===== config.mk =====
export PLATFORM = sky130hd
export DESIGN_NAME = bldc_driver
export DESIGN_NICKNAME = d
export VERILOG_FILES = /design/src/design/bldc_pkg.sv /design/src/design/bldc_driver.sv /design/src/design/phase_pwm.sv /design/src/design/drive_fsm.sv /design/src/design/commutation_decoder.sv /design/src/design/hall_monitor.sv
export SDC_FILE = /design/constraint.sdc
export NUM_CORES = 1
export LEC_CHECK = 0
export ABC_AREA = 0
export ABC_CLOCK_PERIOD_IN_PS = 2700
export BUFFER_PORTS_ARGS = -buffer_cell sky130_fd_sc_hd__buf_4
export CAP_MARGIN = 20
export CORE_MARGIN = 2
export CORE_UTILIZATION = 45
export CTS_CLUSTER_SIZE = 24
export DETAILED_ROUTE_END_ITERATION = 8
export SYNTH_ARGS = -nofsm -noshare
export SYNTH_HDL_FRONTEND = slang
export SYNTH_SLANG_ARGS = --single-unit

===== constraint.sdc =====
create_clock -name clk -period 2.7 [get_ports clk]
set_input_delay 0.54 -clock clk [delete_from_list [all_inputs] [get_ports clk]]
set_output_delay 0.54 -clock clk [all_outputs]
set_load 0.01 [all_outputs]

===== src/design/bldc_pkg.sv =====
/* BLDC driver shared definitions */

package bldc_pkg;

    // ======================================================================
    // Widths and timing
    // ======================================================================
    localparam int DUTY_W              = 8;
    localparam int HALL_W              = 3;
    localparam int NUM_PHASES          = 3;

    localparam int PWM_PERIOD          = 256;
    localparam int DEAD_TIME           = 4;
    localparam int STARTUP_STEP_CYCLES = 16;
    localparam int STARTUP_STEPS       = 16;
    localparam int HALL_SAMPLE_CYCLES  = 4;
    localparam int HALL_STEADY_COUNT   = 8;

    // Counter widths derived from the timing above
    localparam int PWM_CNT_W    = $clog2(PWM_PERIOD);
    localparam int DEAD_CNT_W   = $clog2(DEAD_TIME);
    localparam int RAMP_CNT_W   = $clog2(STARTUP_STEP_CYCLES);
    localparam int STEP_CNT_W   = $clog2(STARTUP_STEPS);
    localparam int SAMPLE_CNT_W = $clog2(HALL_SAMPLE_CYCLES);
    localparam int STEADY_CNT_W = $clog2(HALL_STEADY_COUNT + 1);

    // ======================================================================
    // Types
    // ======================================================================
    typedef logic [DUTY_W-1:0]     duty_t;
    typedef logic [HALL_W-1:0]     hall_t;
    typedef logic [NUM_PHASES-1:0] phase_mask_t;

    // Requests at or below this level stop the motor (about 2% of full scale)
    localparam duty_t DUTY_MIN        = 8'd5;
    localparam hall_t HALL_STUCK_LOW  = 3'b000;
    localparam hall_t HALL_STUCK_HIGH = 3'b111;

    typedef enum logic [2:0] {
        STOP,
        STARTUP,
        RUN,
        POLL_HALL,
        ERR
    } drive_state_e;

    typedef struct packed {
        hall_t hall;
        logic  hw_fault;
        logic  disconnected;
    } hall_status_t;

    // One phase's command; source selects the high-side PWM leg
    typedef struct packed {
        duty_t duty;
        logic  high_z;
        logic  source;
    } phase_ctrl_t;

    typedef struct packed {
        logic  enable;
        duty_t duty;
    } motor_cmd_t;

    // ======================================================================
    // Six-step commutation, forward rotation, indexed by hall code
    // ======================================================================
    typedef struct packed {
        phase_mask_t source;
        phase_mask_t sink;
    } comm_entry_t;

    // Bit 0 is phase A, bit 2 is phase C
    localparam comm_entry_t COMM_TABLE [8] = '{
        '{3'b000, 3'b000},  // 000 stuck low, all float
        '{3'b100, 3'b010},  // 001 C to B
        '{3'b010, 3'b001},  // 010 B to A
        '{3'b100, 3'b001},  // 011 C to A
        '{3'b001, 3'b100},  // 100 A to C
        '{3'b001, 3'b010},  // 101 A to B
        '{3'b010, 3'b100},  // 110 B to C
        '{3'b000, 3'b000}   // 111 disconnected, all float
    };

    // True for the six codes that a healthy sensor can produce
    function automatic logic hall_valid(hall_t code);
        return (code != HALL_STUCK_LOW) && (code != HALL_STUCK_HIGH);
    endfunction

endpackage

===== src/design/bldc_driver.sv =====
/* Sensored BLDC driver top level */

`timescale 1ns/1ps

module bldc_driver (
    input  logic                       clk,
    input  logic                       rst_n,
    input  logic                       en,
    input  bldc_pkg::hall_t            hall,
    input  bldc_pkg::duty_t            duty_request,
    input  logic                       direction,
    output wire bldc_pkg::phase_mask_t phase_h,
    output wire bldc_pkg::phase_mask_t phase_l,
    output logic                       fault,
    output logic                       connected
);
    import bldc_pkg::*;

    hall_status_t status;
    motor_cmd_t   cmd;
    logic         polling;
    phase_ctrl_t  phase_ctrl [NUM_PHASES];

    hall_monitor u_hall_monitor (
        .clk     (clk),
        .rst_n   (rst_n),
        .en      (en),
        .hall    (hall),
        .polling (polling),
        .status  (status)
    );

    drive_fsm u_drive_fsm (
        .clk          (clk),
        .rst_n        (rst_n),
        .en           (en),
        .duty_request (duty_request),
        .status       (status),
        .polling      (polling),
        .cmd          (cmd),
        .fault        (fault),
        .connected    (connected)
    );

    // Commutation follows the synchronised code, not the raw pins
    commutation_decoder u_commutation_decoder (
        .hall       (status.hall),
        .direction  (direction),
        .cmd        (cmd),
        .phase_ctrl (phase_ctrl)
    );

    for (genvar i = 0; i < NUM_PHASES; i++) begin : g_phase
        phase_pwm u_phase_pwm (
            .clk    (clk),
            .rst_n  (rst_n),
            .ctrl   (phase_ctrl[i]),
            .gate_h (phase_h[i]),
            .gate_l (phase_l[i])
        );
    end

    // A reported fault means every gate is already off by the next cycle
    a_fault_gates_off: assert property (@(posedge clk) disable iff (!rst_n)
        fault |=> ((phase_h == '0) && (phase_l == '0)));

endmodule


===== src/design/phase_pwm.sv =====
/* Phase PWM with dead time */

`timescale 1ns/1ps

module phase_pwm (
    input  logic                  clk,
    input  logic                  rst_n,
    input  bldc_pkg::phase_ctrl_t ctrl,
    output logic                  gate_h,
    output logic                  gate_l
);
    import bldc_pkg::*;

    logic [PWM_CNT_W-1:0]  pwm_cnt;
    logic [DEAD_CNT_W-1:0] dead_cnt;
    logic                  level_q;
    logic                  want_h;
    logic                  settled;

    // The high side is wanted for the first duty counts of every period
    // and only on the source phase
    assign want_h = ctrl.source && (pwm_cnt < ctrl.duty);

    // Gates may follow the wanted level only once the dead time has run out
    assign settled = (want_h == level_q) && (dead_cnt == '0);

    always_ff @(posedge clk) begin
        if (!rst_n) begin
            pwm_cnt  <= '0;
            dead_cnt <= '0;
            level_q  <= 1'b0;
            gate_h   <= 1'b0;
            gate_l   <= 1'b0;
        end else begin
            // Free-running counter, one wrap per PWM_PERIOD
            pwm_cnt <= pwm_cnt + 1'b1;

            // Every edge of the wanted level restarts the blanking interval
            if (want_h != level_q) begin
                level_q  <= want_h;
                dead_cnt <= DEAD_CNT_W'(DEAD_TIME - 1);
            end else if (dead_cnt != '0) begin
                dead_cnt <= dead_cnt - 1'b1;
            end

            gate_h <= !ctrl.high_z && settled && want_h;
            gate_l <= !ctrl.high_z && settled && !want_h;
        end
    end

    a_no_shoot_through: assert property (@(posedge clk) disable iff (!rst_n)
        !(gate_h && gate_l));

endmodule


===== src/design/drive_fsm.sv =====
/* Motor drive state machine */

`timescale 1ns/1ps

module drive_fsm (
    input  logic                   clk,
    input  logic                   rst_n,
    input  logic                   en,
    input  bldc_pkg::duty_t        duty_request,
    input  bldc_pkg::hall_status_t status,
    output logic                   polling,
    output bldc_pkg::motor_cmd_t   cmd,
    output logic                   fault,
    output logic                   connected
);
    import bldc_pkg::*;

    drive_state_e          state;
    drive_state_e          state_next;
    logic [RAMP_CNT_W-1:0] ramp_cnt;
    logic [STEP_CNT_W-1:0] step_cnt;
    logic                  below_min;
    logic                  ramp_tick;
    logic                  ramp_last;

    assign below_min = (duty_request <= DUTY_MIN);
    assign ramp_tick = (ramp_cnt == RAMP_CNT_W'(STARTUP_STEP_CYCLES - 1));
    // The last ramp step hands the motor over to the requested duty
    assign ramp_last = ramp_tick && (step_cnt == STEP_CNT_W'(STARTUP_STEPS - 1));

    // ======================================================================
    // Next-state logic
    // ======================================================================
    always_comb begin
        state_next = state;
        case (state)
            STOP: begin
                if (!below_min) begin
                    state_next = STARTUP;
                end
            end
            STARTUP: begin
                if (below_min) begin
                    state_next = STOP;
                end else if (ramp_last) begin
                    state_next = RUN;
                end
            end
            RUN: begin
                if (below_min) begin
                    state_next = STOP;
                end
            end
            POLL_HALL: begin
                // A stale hw_fault from ERR is ignored unless the code is really low
                if (status.hw_fault && (status.hall == HALL_STUCK_LOW)) begin
                    state_next = ERR;
                end else if (!status.disconnected && !status.hw_fault
                             && hall_valid(status.hall)) begin
                    state_next = STOP;
                end
            end
            ERR: begin
                // Unplugging the sensor is the other way out of a fault
                if (status.hall == HALL_STUCK_HIGH) begin
                    state_next = POLL_HALL;
                end
            end
            default: begin
                state_next = STOP;
            end
        endcase

        // Sensor faults preempt the normal sequence
        if ((state != ERR) && (state != POLL_HALL)) begin
            if (status.hw_fault) begin
                state_next = ERR;
            end else if (status.disconnected) begin
                state_next = POLL_HALL;
            end
        end

        if (!en) begin
            state_next = STOP;
        end
    end

    // ======================================================================
    // State, ramp and command registers
    // ======================================================================
    always_ff @(posedge clk) begin
        if (!rst_n) begin
            state     <= STOP;
            ramp_cnt  <= '0;
            step_cnt  <= '0;
            cmd       <= '0;
            fault     <= 1'b0;
            connected <= 1'b1;
        end else begin
            state      <= state_next;
            fault      <= (state_next == ERR);
            connected  <= ~status.disconnected;
            cmd.enable <= (state_next == STARTUP) || (state_next == RUN);

            case (state_next)
                STARTUP: begin
                    if (state != STARTUP) begin
                        // The ramp always starts from the lowest running duty
                        ramp_cnt <= '0;
                        step_cnt <= '0;
                        cmd.duty <= DUTY_MIN;
                    end else if (ramp_tick) begin
                        ramp_cnt <= '0;
                        step_cnt <= step_cnt + 1'b1;
                        // Never ramp past what was asked for
                        if (cmd.duty < duty_request) begin
                            cmd.duty <= cmd.duty + 1'b1;
                        end
                    end else begin
                        ramp_cnt <= ramp_cnt + 1'b1;
                    end
                end
                RUN: begin
                    cmd.duty <= duty_request;
                end
                default: begin
                    cmd.duty <= '0;
                end
            endcase
        end
    end

    assign polling = (state == POLL_HALL);

    a_enable_only_driving: assert property (@(posedge clk) disable iff (!rst_n)
        ((state != STARTUP) && (state != RUN)) |-> !cmd.enable);

endmodule


===== src/design/commutation_decoder.sv =====
/* Six-step commutation decoder */

`timescale 1ns/1ps

module commutation_decoder (
    input  bldc_pkg::hall_t      hall,
    input  logic                 direction,
    input  bldc_pkg::motor_cmd_t cmd,
    output bldc_pkg::phase_ctrl_t phase_ctrl [bldc_pkg::NUM_PHASES]
);
    import bldc_pkg::*;

    comm_entry_t entry;
    phase_mask_t src;
    phase_mask_t snk;

    assign entry = COMM_TABLE[hall];

    // Direction high selects reverse rotation, which swaps the driven pair
    assign src = direction ? entry.sink : entry.source;
    assign snk = direction ? entry.source : entry.sink;

    always_comb begin
        for (int i = 0; i < NUM_PHASES; i++) begin
            // The source phase switches at the commanded duty
            phase_ctrl[i].source = src[i];
            // The sink phase holds its low side on through a zero duty
            phase_ctrl[i].duty   = src[i] ? cmd.duty : '0;
            // Undriven phases float, and so does every phase while disabled
            phase_ctrl[i].high_z = !cmd.enable || !(src[i] || snk[i]);
        end
    end

endmodule


===== src/design/hall_monitor.sv =====
/* Hall sensor monitor */

`timescale 1ns/1ps

module hall_monitor (
    input  logic                   clk,
    input  logic                   rst_n,
    input  logic                   en,
    input  bldc_pkg::hall_t        hall,
    input  logic                   polling,
    output bldc_pkg::hall_status_t status
);
    import bldc_pkg::*;

    hall_t                   hall_q;
    logic [SAMPLE_CNT_W-1:0] sample_cnt;
    logic [STEADY_CNT_W-1:0] low_cnt;
    logic [STEADY_CNT_W-1:0] high_cnt;
    logic [STEADY_CNT_W-1:0] valid_cnt;
    logic                    hw_fault;
    logic                    disconnected;
    logic                    sample_tick;
    logic                    low_done;
    logic                    high_done;
    logic                    valid_done;

    // The sensor is sampled once per divider wrap to ride over short glitches
    assign sample_tick = (sample_cnt == SAMPLE_CNT_W'(HALL_SAMPLE_CYCLES - 1));

    // A run completes on the sample that brings its count to HALL_STEADY_COUNT
    assign low_done   = sample_tick && (hall_q == HALL_STUCK_LOW)
                        && (low_cnt == STEADY_CNT_W'(HALL_STEADY_COUNT - 1));
    assign high_done  = sample_tick && (hall_q == HALL_STUCK_HIGH)
                        && (high_cnt == STEADY_CNT_W'(HALL_STEADY_COUNT - 1));
    assign valid_done = sample_tick && polling && hall_valid(hall_q)
                        && (valid_cnt == STEADY_CNT_W'(HALL_STEADY_COUNT - 1));

    always_ff @(posedge clk) begin
        if (!rst_n) begin
            hall_q       <= '0;
            sample_cnt   <= '0;
            low_cnt      <= '0;
            high_cnt     <= '0;
            valid_cnt    <= '0;
            hw_fault     <= 1'b0;
            disconnected <= 1'b0;
        end else begin
            hall_q     <= hall;
            sample_cnt <= sample_tick ? '0 : sample_cnt + 1'b1;

            if (!en) begin
                // Dropping the enable is the user's way of clearing faults
                low_cnt      <= '0;
                high_cnt     <= '0;
                valid_cnt    <= '0;
                hw_fault     <= 1'b0;
                disconnected <= 1'b0;
            end else if (sample_tick) begin
                // Each run counter saturates and restarts on any other code
                if (hall_q != HALL_STUCK_LOW) begin
                    low_cnt <= '0;
                end else if (low_cnt != STEADY_CNT_W'(HALL_STEADY_COUNT)) begin
                    low_cnt <= low_cnt + 1'b1;
                end
                if (hall_q != HALL_STUCK_HIGH) begin
                    high_cnt <= '0;
                end else if (high_cnt != STEADY_CNT_W'(HALL_STEADY_COUNT)) begin
                    high_cnt <= high_cnt + 1'b1;
                end
                if (!polling || !hall_valid(hall_q)) begin
                    valid_cnt <= '0;
                end else if (valid_cnt != STEADY_CNT_W'(HALL_STEADY_COUNT)) begin
                    valid_cnt <= valid_cnt + 1'b1;
                end

                // The two fault latches replace each other, never coexist
                if (low_done) begin
                    hw_fault     <= 1'b1;
                    disconnected <= 1'b0;
                end else if (high_done) begin
                    hw_fault     <= 1'b0;
                    disconnected <= 1'b1;
                end else if (valid_done) begin
                    // A steady valid code means a healthy sensor is back
                    hw_fault     <= 1'b0;
                    disconnected <= 1'b0;
                end
            end
        end
    end

    assign status = '{hall: hall_q, hw_fault: hw_fault, disconnected: disconnected};

    a_fault_exclusive: assert property (@(posedge clk) disable iff (!rst_n)
        !(hw_fault && disconnected));

    a_count_bound: assert property (@(posedge clk) disable iff (!rst_n)
        (low_cnt <= HALL_STEADY_COUNT) && (high_cnt <= HALL_STEADY_COUNT)
        && (valid_cnt <= HALL_STEADY_COUNT));

endmodule


# ---- After elaboration in Yosys (flattened, before gate mapping)
# Memory sizes are Yosys's and may differ from the RTL's.
# Index checks and enable logic that the tools add are counted.
dict set report totals {
  rom_bits 48
  in_bits 15
  output_inout_bits 8
  reg_bits 80
  n_memories 1
}
# memory depth word_bits rd rd_clocked_by_memory_dff write_ports line_no
set mem_list {}
lappend mem_list {{(name not given)} 8 6 1 0 0 commutation_decoder.sv:17} ;# assign entry = COMM_TABLE[hall];
dict set report classes {
  n_reduce_logical 75
  muxes 44
  n_eq_ne 29
  bitwise 3
  n_addsub 13
  n_lt_le_gt_ge 6
}
# cell n
set ops {}
lappend ops {{2-to-1 mux 8 bit} 6}
lappend ops {{2-to-1 mux 4 bit} 10}
lappend ops {{2-to-1 mux 3 bit} 13}
lappend ops {{adder 8 x 1 -> 8 bit (second input constant)} 4}
lappend ops {{< comparator 8 bit} 4}
lappend ops {{logical AND 1 bit} 28}
lappend ops {{adder 4 x 1 -> 4 bit (second input constant)} 5}
lappend ops {{nonzero test 2 bit} 10}
lappend ops {{one-hot mux 8 bit (2 select lines)} 1}
lappend ops {{one-hot mux 3 bit (5 select lines)} 1}
lappend ops {{zero test 1 bit} 14}
lappend ops {{AND reduction 2 bit} 7}
lappend ops {{equality test 4 x 3 -> 1 bit (second input constant)} 3}
lappend ops {{2-to-1 mux 2 bit} 6}
lappend ops {{2-to-1 mux 6 bit} 2}
lappend ops {{!= test 4 bit (second input constant)} 3}
lappend ops {{equality test 3 x 2 -> 1 bit (second input constant)} 3}
lappend ops {{equality test 3 bit (second input constant)} 3}
lappend ops {{!= test 3 bit (second input constant)} 3}
lappend ops {{equality test 4 bit (second input constant)} 2}
lappend ops {{<= comparator 8 x 3 -> 1 bit (second input constant)} 1}
lappend ops {{logical OR 1 bit} 8}
lappend ops {{equality test 3 x 1 -> 1 bit (second input constant)} 2}
lappend ops {{zero test 2 bit} 3}
lappend ops {{14 further kinds} 28}

# ---- Longest topological paths before layout
dict set report depth {
  word_depth 13
  ltp_mapped 11
  depth_no_buf 11
}

# ---- Modules after synthesis
# A second synthesis with hierarchy kept.
dict set report unflattened {
  hier_cells 642
  area_unflattened_um2 5450.2
}
# module area_each_um2 instances cells_each
set by_module_without_submodules {}
lappend by_module_without_submodules {phase_pwm 795.8 3 87}
lappend by_module_without_submodules {drive_fsm 1487.7 1 186}
lappend by_module_without_submodules {hall_monitor 983.4 1 114}
lappend by_module_without_submodules {commutation_decoder 591.8 1 81}

# ---- Least setup slack after synthesis
# OpenSTA, ideal clock, no wires.
dict set report synth_path {
  kind {register to register}
  start {reg u_hall_monitor.hall_q[0]}
  end {reg g_phase[1].u_phase_pwm.gate_h}
  path_slack_ns 0.196
  n_path_buf 0
  synth_period_minus_slack_ns 2.504
  required_ns 2.640
  path_stages_with_launch 10
  t_arrival_ns 2.444
  setup_ns 0.060
  cell_sequence {dfxtp_1 or2b_2 mux2i_1 nand2_1 ha_1 a21o_1 a21o_1 a211o_1 a21boi_0 and3_1}
}
dict set report synth_between {
  elab_chain_len 12
  word_cells_on_any_way 17
}
# element line_no
set synth_rtl {}
lappend synth_rtl {{start: declaration} hall_monitor.sv:15} ;# hall_t hall_q;
lappend synth_rtl {{start signal: assignment} hall_monitor.sv:48} ;# hall_q <= hall;
lappend synth_rtl {{NOT 3 -> 4 bit (implied by the code) *} commutation_decoder.sv:17}
lappend synth_rtl {{memory read (8 x 6 bit) *} -}
lappend synth_rtl {{2-to-1 mux 6 bit (implied by the code) * (2 in series)} commutation_decoder.sv:17}
lappend synth_rtl {{2-to-1 mux 3 bit} commutation_decoder.sv:20} ;# assign src = direction ? entry.sink : entry.source;
lappend synth_rtl {{2-to-1 mux 8 bit} commutation_decoder.sv:28} ;# phase_ctrl[i].duty = src[i] ? cmd.duty : '0;
lappend synth_rtl {{< comparator 8 bit} phase_pwm.sv:22} ;# assign want_h = ctrl.source && (pwm_cnt < ctrl.duty);
lappend synth_rtl {{logical AND 1 bit} phase_pwm.sv:22}
lappend synth_rtl {{equality test 1 bit} phase_pwm.sv:25} ;# assign settled = (want_h == level_q) && (dead_cnt == '0);
lappend synth_rtl {{logical AND 1 bit} phase_pwm.sv:25}
lappend synth_rtl {{logical AND 1 bit} phase_pwm.sv:46} ;# gate_h <= !ctrl.high_z && settled && want_h;
lappend synth_rtl {{logical AND 1 bit *} phase_pwm.sv:46}
lappend synth_rtl {{end signal: assignment} phase_pwm.sv:46}
lappend synth_rtl {{end: declaration} phase_pwm.sv:9} ;# output logic gate_h,
# Every way passes the cells marked *; elsewhere a longest branch is shown, timed or not. The select of a mux whose other input is x is not followed.
# A chain may end at the register's enable or synchronous reset.

# ---- Worst setup path after layout
dict set report layout_path {
  start {reg u_hall_monitor.hall_q[0]}
  end {reg g_phase[2].u_phase_pwm.gate_l}
}
dict set report layout_between {
  elab_chain_len 12
  word_cells_on_any_way 18
}
# element line_no
set layout_rtl {}
lappend layout_rtl {{NOT 3 -> 4 bit (implied by the code) *} commutation_decoder.sv:17}
lappend layout_rtl {{memory read (8 x 6 bit) *} -}
lappend layout_rtl {{2-to-1 mux 6 bit (implied by the code) * (2 in series)} commutation_decoder.sv:17}
lappend layout_rtl {{2-to-1 mux 3 bit} commutation_decoder.sv:20}
lappend layout_rtl {{2-to-1 mux 8 bit} commutation_decoder.sv:28}
lappend layout_rtl {{< comparator 8 bit} phase_pwm.sv:22}
lappend layout_rtl {{logical AND 1 bit} phase_pwm.sv:22}
lappend layout_rtl {{equality test 1 bit} phase_pwm.sv:25}
lappend layout_rtl {{logical AND 1 bit} phase_pwm.sv:25}
lappend layout_rtl {{logical AND 1 bit} phase_pwm.sv:47} ;# gate_l <= !ctrl.high_z && settled && !want_h;
lappend layout_rtl {{logical AND 1 bit *} phase_pwm.sv:47}
lappend layout_rtl {{end signal: assignment} phase_pwm.sv:47}
lappend layout_rtl {{end: declaration} phase_pwm.sv:10} ;# output logic gate_l
# Marks and branches as above.

==> results.md <==
Min path:
- The worst hold path begins at hall[2].
- The worst-case hold path end point is u_hall_monitor.hall_q[2]$_SDFF_PN0_.
- Counting instances, the worst hold path has a depth of 2.
- The class of the tightest hold or removal check is in2reg.

Floorplan:
- 23 I/O pins were placed.
- The placeable core region is 9820 sq um.
- The die is 105 microns tall.
- After floorplanning, the core was divided into 36 placement rows.
- The horizontal extent of the die is 105 microns.
- The effective utilization at floorplan is 46.8%.
- The die covers 11,000 sq um.

Logic synthesis:
- Counting flops and latches in the post-synthesis netlist gives 80.
- After synthesis, the largest area contributor takes up 34.9% of total cell area.
- The number of instances in the synthesized netlist is 538.
- The synthesized design contains 0 enable-type register cells.
- Among all cell types in the netlist, the one instantiated most often is dfxtp_1.
- The total standard cell area after synthesis is 4590 sq um.
- In the synthesized netlist the dominant register cell turns out to be dfxtp_1.
- In the synthesized netlist, mux cells make up 1.85% of the area.
- The total of warnings raised by yosys is 0.
- The count of distinct cell types in the synthesized netlist is 63.
- The post-synthesis net count is 599.
- Summing the areas of all compound-gate instances in the mapped netlist gives 16.2% of the synthesized area.
- By area the synthesized netlist is led by dfxtp_1, ha_1, nor2_1.
- The adder and majority gate portion of the synthesized area is 12.5%.
- After synthesis, the largest family of logic cells by area is simple AND/OR/NAND/NOR gates.
- Summing the areas of all and, or, nand and nor instances in the mapped netlist gives 25.1% of the synthesized area.
- Summed over all instances, the cell type with the most area after synthesis is dfxtp_1.
- The synthesized netlist devotes 4.58% of its cell area to XOR and XNOR gates.
- Of all flip-flops after synthesis, the portion carrying an async set or reset was 0%.
- The commonest cells after synthesis are dfxtp_1, nor2_1, ha_1, nand2_1, nand3_1.
- The portion of the post-synthesis area used by sequential elements is 34.9%.
- The average cell area after synthesis is 8.53 sq um.

Worst setup path:
- STA classifies the critical path endpoint as a flip-flop.
- The arrival time of the worst setup path is 2.72 ns.
- The register-to-register path setup slack is 0.23 ns.
- The type of the setup path with the least slack is reg2reg.
- The number of buffers and inverters on the critical path is 0.
- The largest individual stage delay along the critical path comes from the cell dfxtp_2.
- The data required time of the worst path is 2.94 ns.
- The critical path crosses 9 cells after its start point.
- The reg-to-reg endpoint is g_phase[2].u_phase_pwm.gate_l$_SDFF_PN0_.
- The cell that appears most often on the critical path is a21o_1.
- The startpoint of the worst-slack reg-to-reg timing path is u_hall_monitor.hall_q[0]$_SDFF_PN0_.
- The signal on the critical path passes through or2b_1, mux2i_1, nand2_1, ha_1, a21o_1, a21o_1, a211oi_1, o21ai_0, nor3b_1.
- The worst register-to-register path has a depth of 9.
- The worst setup path is launched from a flip-flop.
- The cell class contributing the biggest share of worst-path delay is compound AO/OA/AOI/OAI gates.
- The maximum fanout along the worst path is 8.
- The delay of the slowest cell on the worst path is 0.39 ns.

Route:
- The detailed-routing iteration count for the pre-antenna-repair pass is 4.
- The number of nets still failing antenna checks after routing is 0.
- In the final routed layout, each cell accounts on average for 14.6 microns.
- The first-iteration detailed-routing DRC count is 178.
- After detailed routing, the number of remaining DRC violations is 0.
- Summing over every cut layer, the via total after detailed routing is 3,858.
- The average via count per standard cell is 5.51.
- The overall routed net length is 10.2 mm.

Global route:
- The number of global-route vias before repair came to 3,813.
- The leftover overflow at the end of global routing is 0.
- The total track usage is 19.9%.
- The first global-routing pass estimated 17.9 mm of wire.
- The pin count of the biggest net entering global routing is 38.
- The number of antenna violations at the first check in global routing is 0.

Finish:
- The final layout net count is 623.
- The post-synthesis to final-layout area growth is 11.4%.
- The fraction of layout instances using a drive strength above 1 is 12.9%.
- The diode insertion count for antenna repair is 0.
- The fill cell instance count of the final layout is 982.

Timing:
- The clock period could shrink to 2.47 ns.
- The number of hold-slack violations in the final timing report is 0.
- The worst clock skew is 0.0102 ns.
- The fraction of the cycle the final worst path needs is 91.5%.
- For the final routed database, the setup TNS stands at 0 ns.
- Setup violations remaining at the end of the flow were counted as 0.
- Measured against its own limit, the worst slew margin works out to 54.7%.
- The pin slew with the least headroom to its limit is 0.678 ns.
- Derived from the worst setup path, the maximum achievable clock frequency is 0.405 GHz.
- Setup repair after global routing left no endpoint under its margin.
- The final count of pins violating max slew is 0.

Clocking:
- The H-tree depth reported by CTS is 3.
- The master cell of the clock root buffer is clkbuf_8.
- The clock transition at the registers of the reported paths is 0.08 ns.
- The TritonCTS clock tree is yes.
- The worst-skew pair later-pin latency is 0.36 ns.
- The clock drives 80 sinks.
- The total clock buffers created by CTS is 9.
- The longest clock path from root to sink contains 2 buffers.

Placed design:
- Input and output buffers added on the ports amount to 22.
- The weighted congestion at the end of routability-driven global placement is 0.858.
- The half-perimeter wire length of the detailed placement result is 7.49 mm.

Power:
- The total design power is 2.83 mW.
- IR analysis of the VDD net gives a maximum drop of 0.279 mV.
- The cell leakage power is 2.08 nW.
- In this run the power density over the cells is 552 nW/um^2.

Flow run:
- The tool flagged a number of max-cap violations equal to 0.

Status:
- The flow ran to the end, and the final reports show no timing, DRC or antenna violations.
[layout by cell type (no fill, tap or decap), types with 7 or more instances in the layout]
master | Yosys | layout
nor3_1 | 22 | 22
buf_4 | 6 | 33
nand3b_1 | 7 | 7
o21ai_0 | 18 | 18
nor2_1 | 55 | 55
dfxtp_1 | 80 | 77
nand2b_1 | 10 | 10
xnor2_1 | 9 | 9
xor2_1 | 15 | 15
nand2_1 | 46 | 46
inv_1 | 26 | 26
and3_1 | 15 | 15
a21o_1 | 10 | 10
nand3_1 | 31 | 31
clkbuf_8 | 0 | 13
ha_1 | 46 | 46
a21oi_1 | 24 | 24
and2_1 | 10 | 10
[cells by family (layout without fill, tap and decap cells)]
kind of cell / count (synthesis) / after routing
AND/OR/NAND/NOR: 227 / 227
flip-flops: 80 / 80
adder cells (fa/ha/maj): 46 / 46
AO/OA/AOI/OAI: 106 / 106
XOR/XNOR: 24 / 24
multiplexers: 8 / 8
buffers and inverters: 47 / 76
[worst reg2reg max path, delay by kind of cell, from the launching register on]
kind	cells	cell delay, ns
AND/OR/NAND/NOR	3	0.54
AO/OA/AOI/OAI	4	0.94
flip-flops	1	0.39
multiplexers	1	0.21
adder cells (fa/ha/maj)	1	0.30
[power by group]
part | switching [mW] | total (mW) | internal [mW]
Combinational | 0.302 | 0.555 | 0.253
Clock | 0.448 | 0.977 | 0.528
Sequential | 0.0453 | 1.29 | 1.25
Total | 0.796 | 2.83 | 2.03
[worst max path at each step]
stage                                        start                                              end  slack (ns)
6_report       u_hall_monitor.hall_q[0]$_SDFF_PN0_         g_phase[2].u_phase_pwm.gate_l$_SDFF_PN0_        0.23
5_1_grt        u_hall_monitor.hall_q[1]$_SDFF_PN0_  g_phase[0].u_phase_pwm.dead_cnt[1]$_SDFFE_PN0P_        0.06
4_1_cts        u_hall_monitor.hall_q[1]$_SDFF_PN0_  g_phase[0].u_phase_pwm.dead_cnt[1]$_SDFFE_PN0P_        0.08
3_5_place_dp                             direction         g_phase[1].u_phase_pwm.gate_h$_SDFF_PN0_        0.04
3_3_place_gp                             direction         g_phase[1].u_phase_pwm.gate_h$_SDFF_PN0_        0.09
2_1_floorplan                            direction         g_phase[2].u_phase_pwm.gate_l$_SDFF_PN0_        0.20
[registers in the layout, indices dropped and copies added, names as in the netlist, 2 cells and up]
signal	count
g_phase.u_phase_pwm.pwm_cnt	24
u_drive_fsm.cmd	9
g_phase.u_phase_pwm.dead_cnt	6
u_drive_fsm.ramp_cnt	4
u_drive_fsm.step_cnt	4
u_hall_monitor.high_cnt	4
u_hall_monitor.low_cnt	4
u_hall_monitor.valid_cnt	4
g_phase.u_phase_pwm.gate_h	3
g_phase.u_phase_pwm.gate_l	3
g_phase.u_phase_pwm.level_q	3
u_drive_fsm.state	3
u_hall_monitor.hall_q	3
u_hall_monitor.sample_cnt	2
[metal layers]
| metal | wire length, microns | GRT usage, % |
|---|---|---|
| met5 | 0 | 0 |
| met1 | 5000 | 27.2 |
| met4 | 79 | 7.14 |
| met3 | 452 | 3.43 |
| met2 | 4710 | 31.6 |
[layout make-up]
cell class	instances	area [sq um]	share of cell area, %
Clock inverter	2	35.0	0.685
Tap cell	133	166	3.25
Clock buffer	14	183	3.57
Multi-Input combinational cell	411	2780	54.3
Inverter	27	101	1.98
Sequential cell	80	1610	31.4
Timing Repair Buffer	33	248	4.84
[through the flow]
stage	hold WS [ns]	cell area (sq um)	std cells	setup slack [ns]	utilization, %
finish	0.399	5120	700	0.229	52.1
floorplan	0.381	4590	538	0.196	-
global placement	0.409	4880	684	0.0896	49.7
CTS	0.378	5100	700	0.0778	52.0
global route	0.384	5120	700	0.0628	52.1
detailed placement	0.410	4880	684	0.0359	49.7
[what timing repair did]
| action | 4_1_cts | 5_1_grt |
|---|---|---|
| hold buffers | 0 | 0 |
| buffers inserted | 0 | 0 |
| gates resized for setup | 0 | 6 |
| setup endpoints to repair | 0 | 8 |
Power figures use the tool's default switching activity.
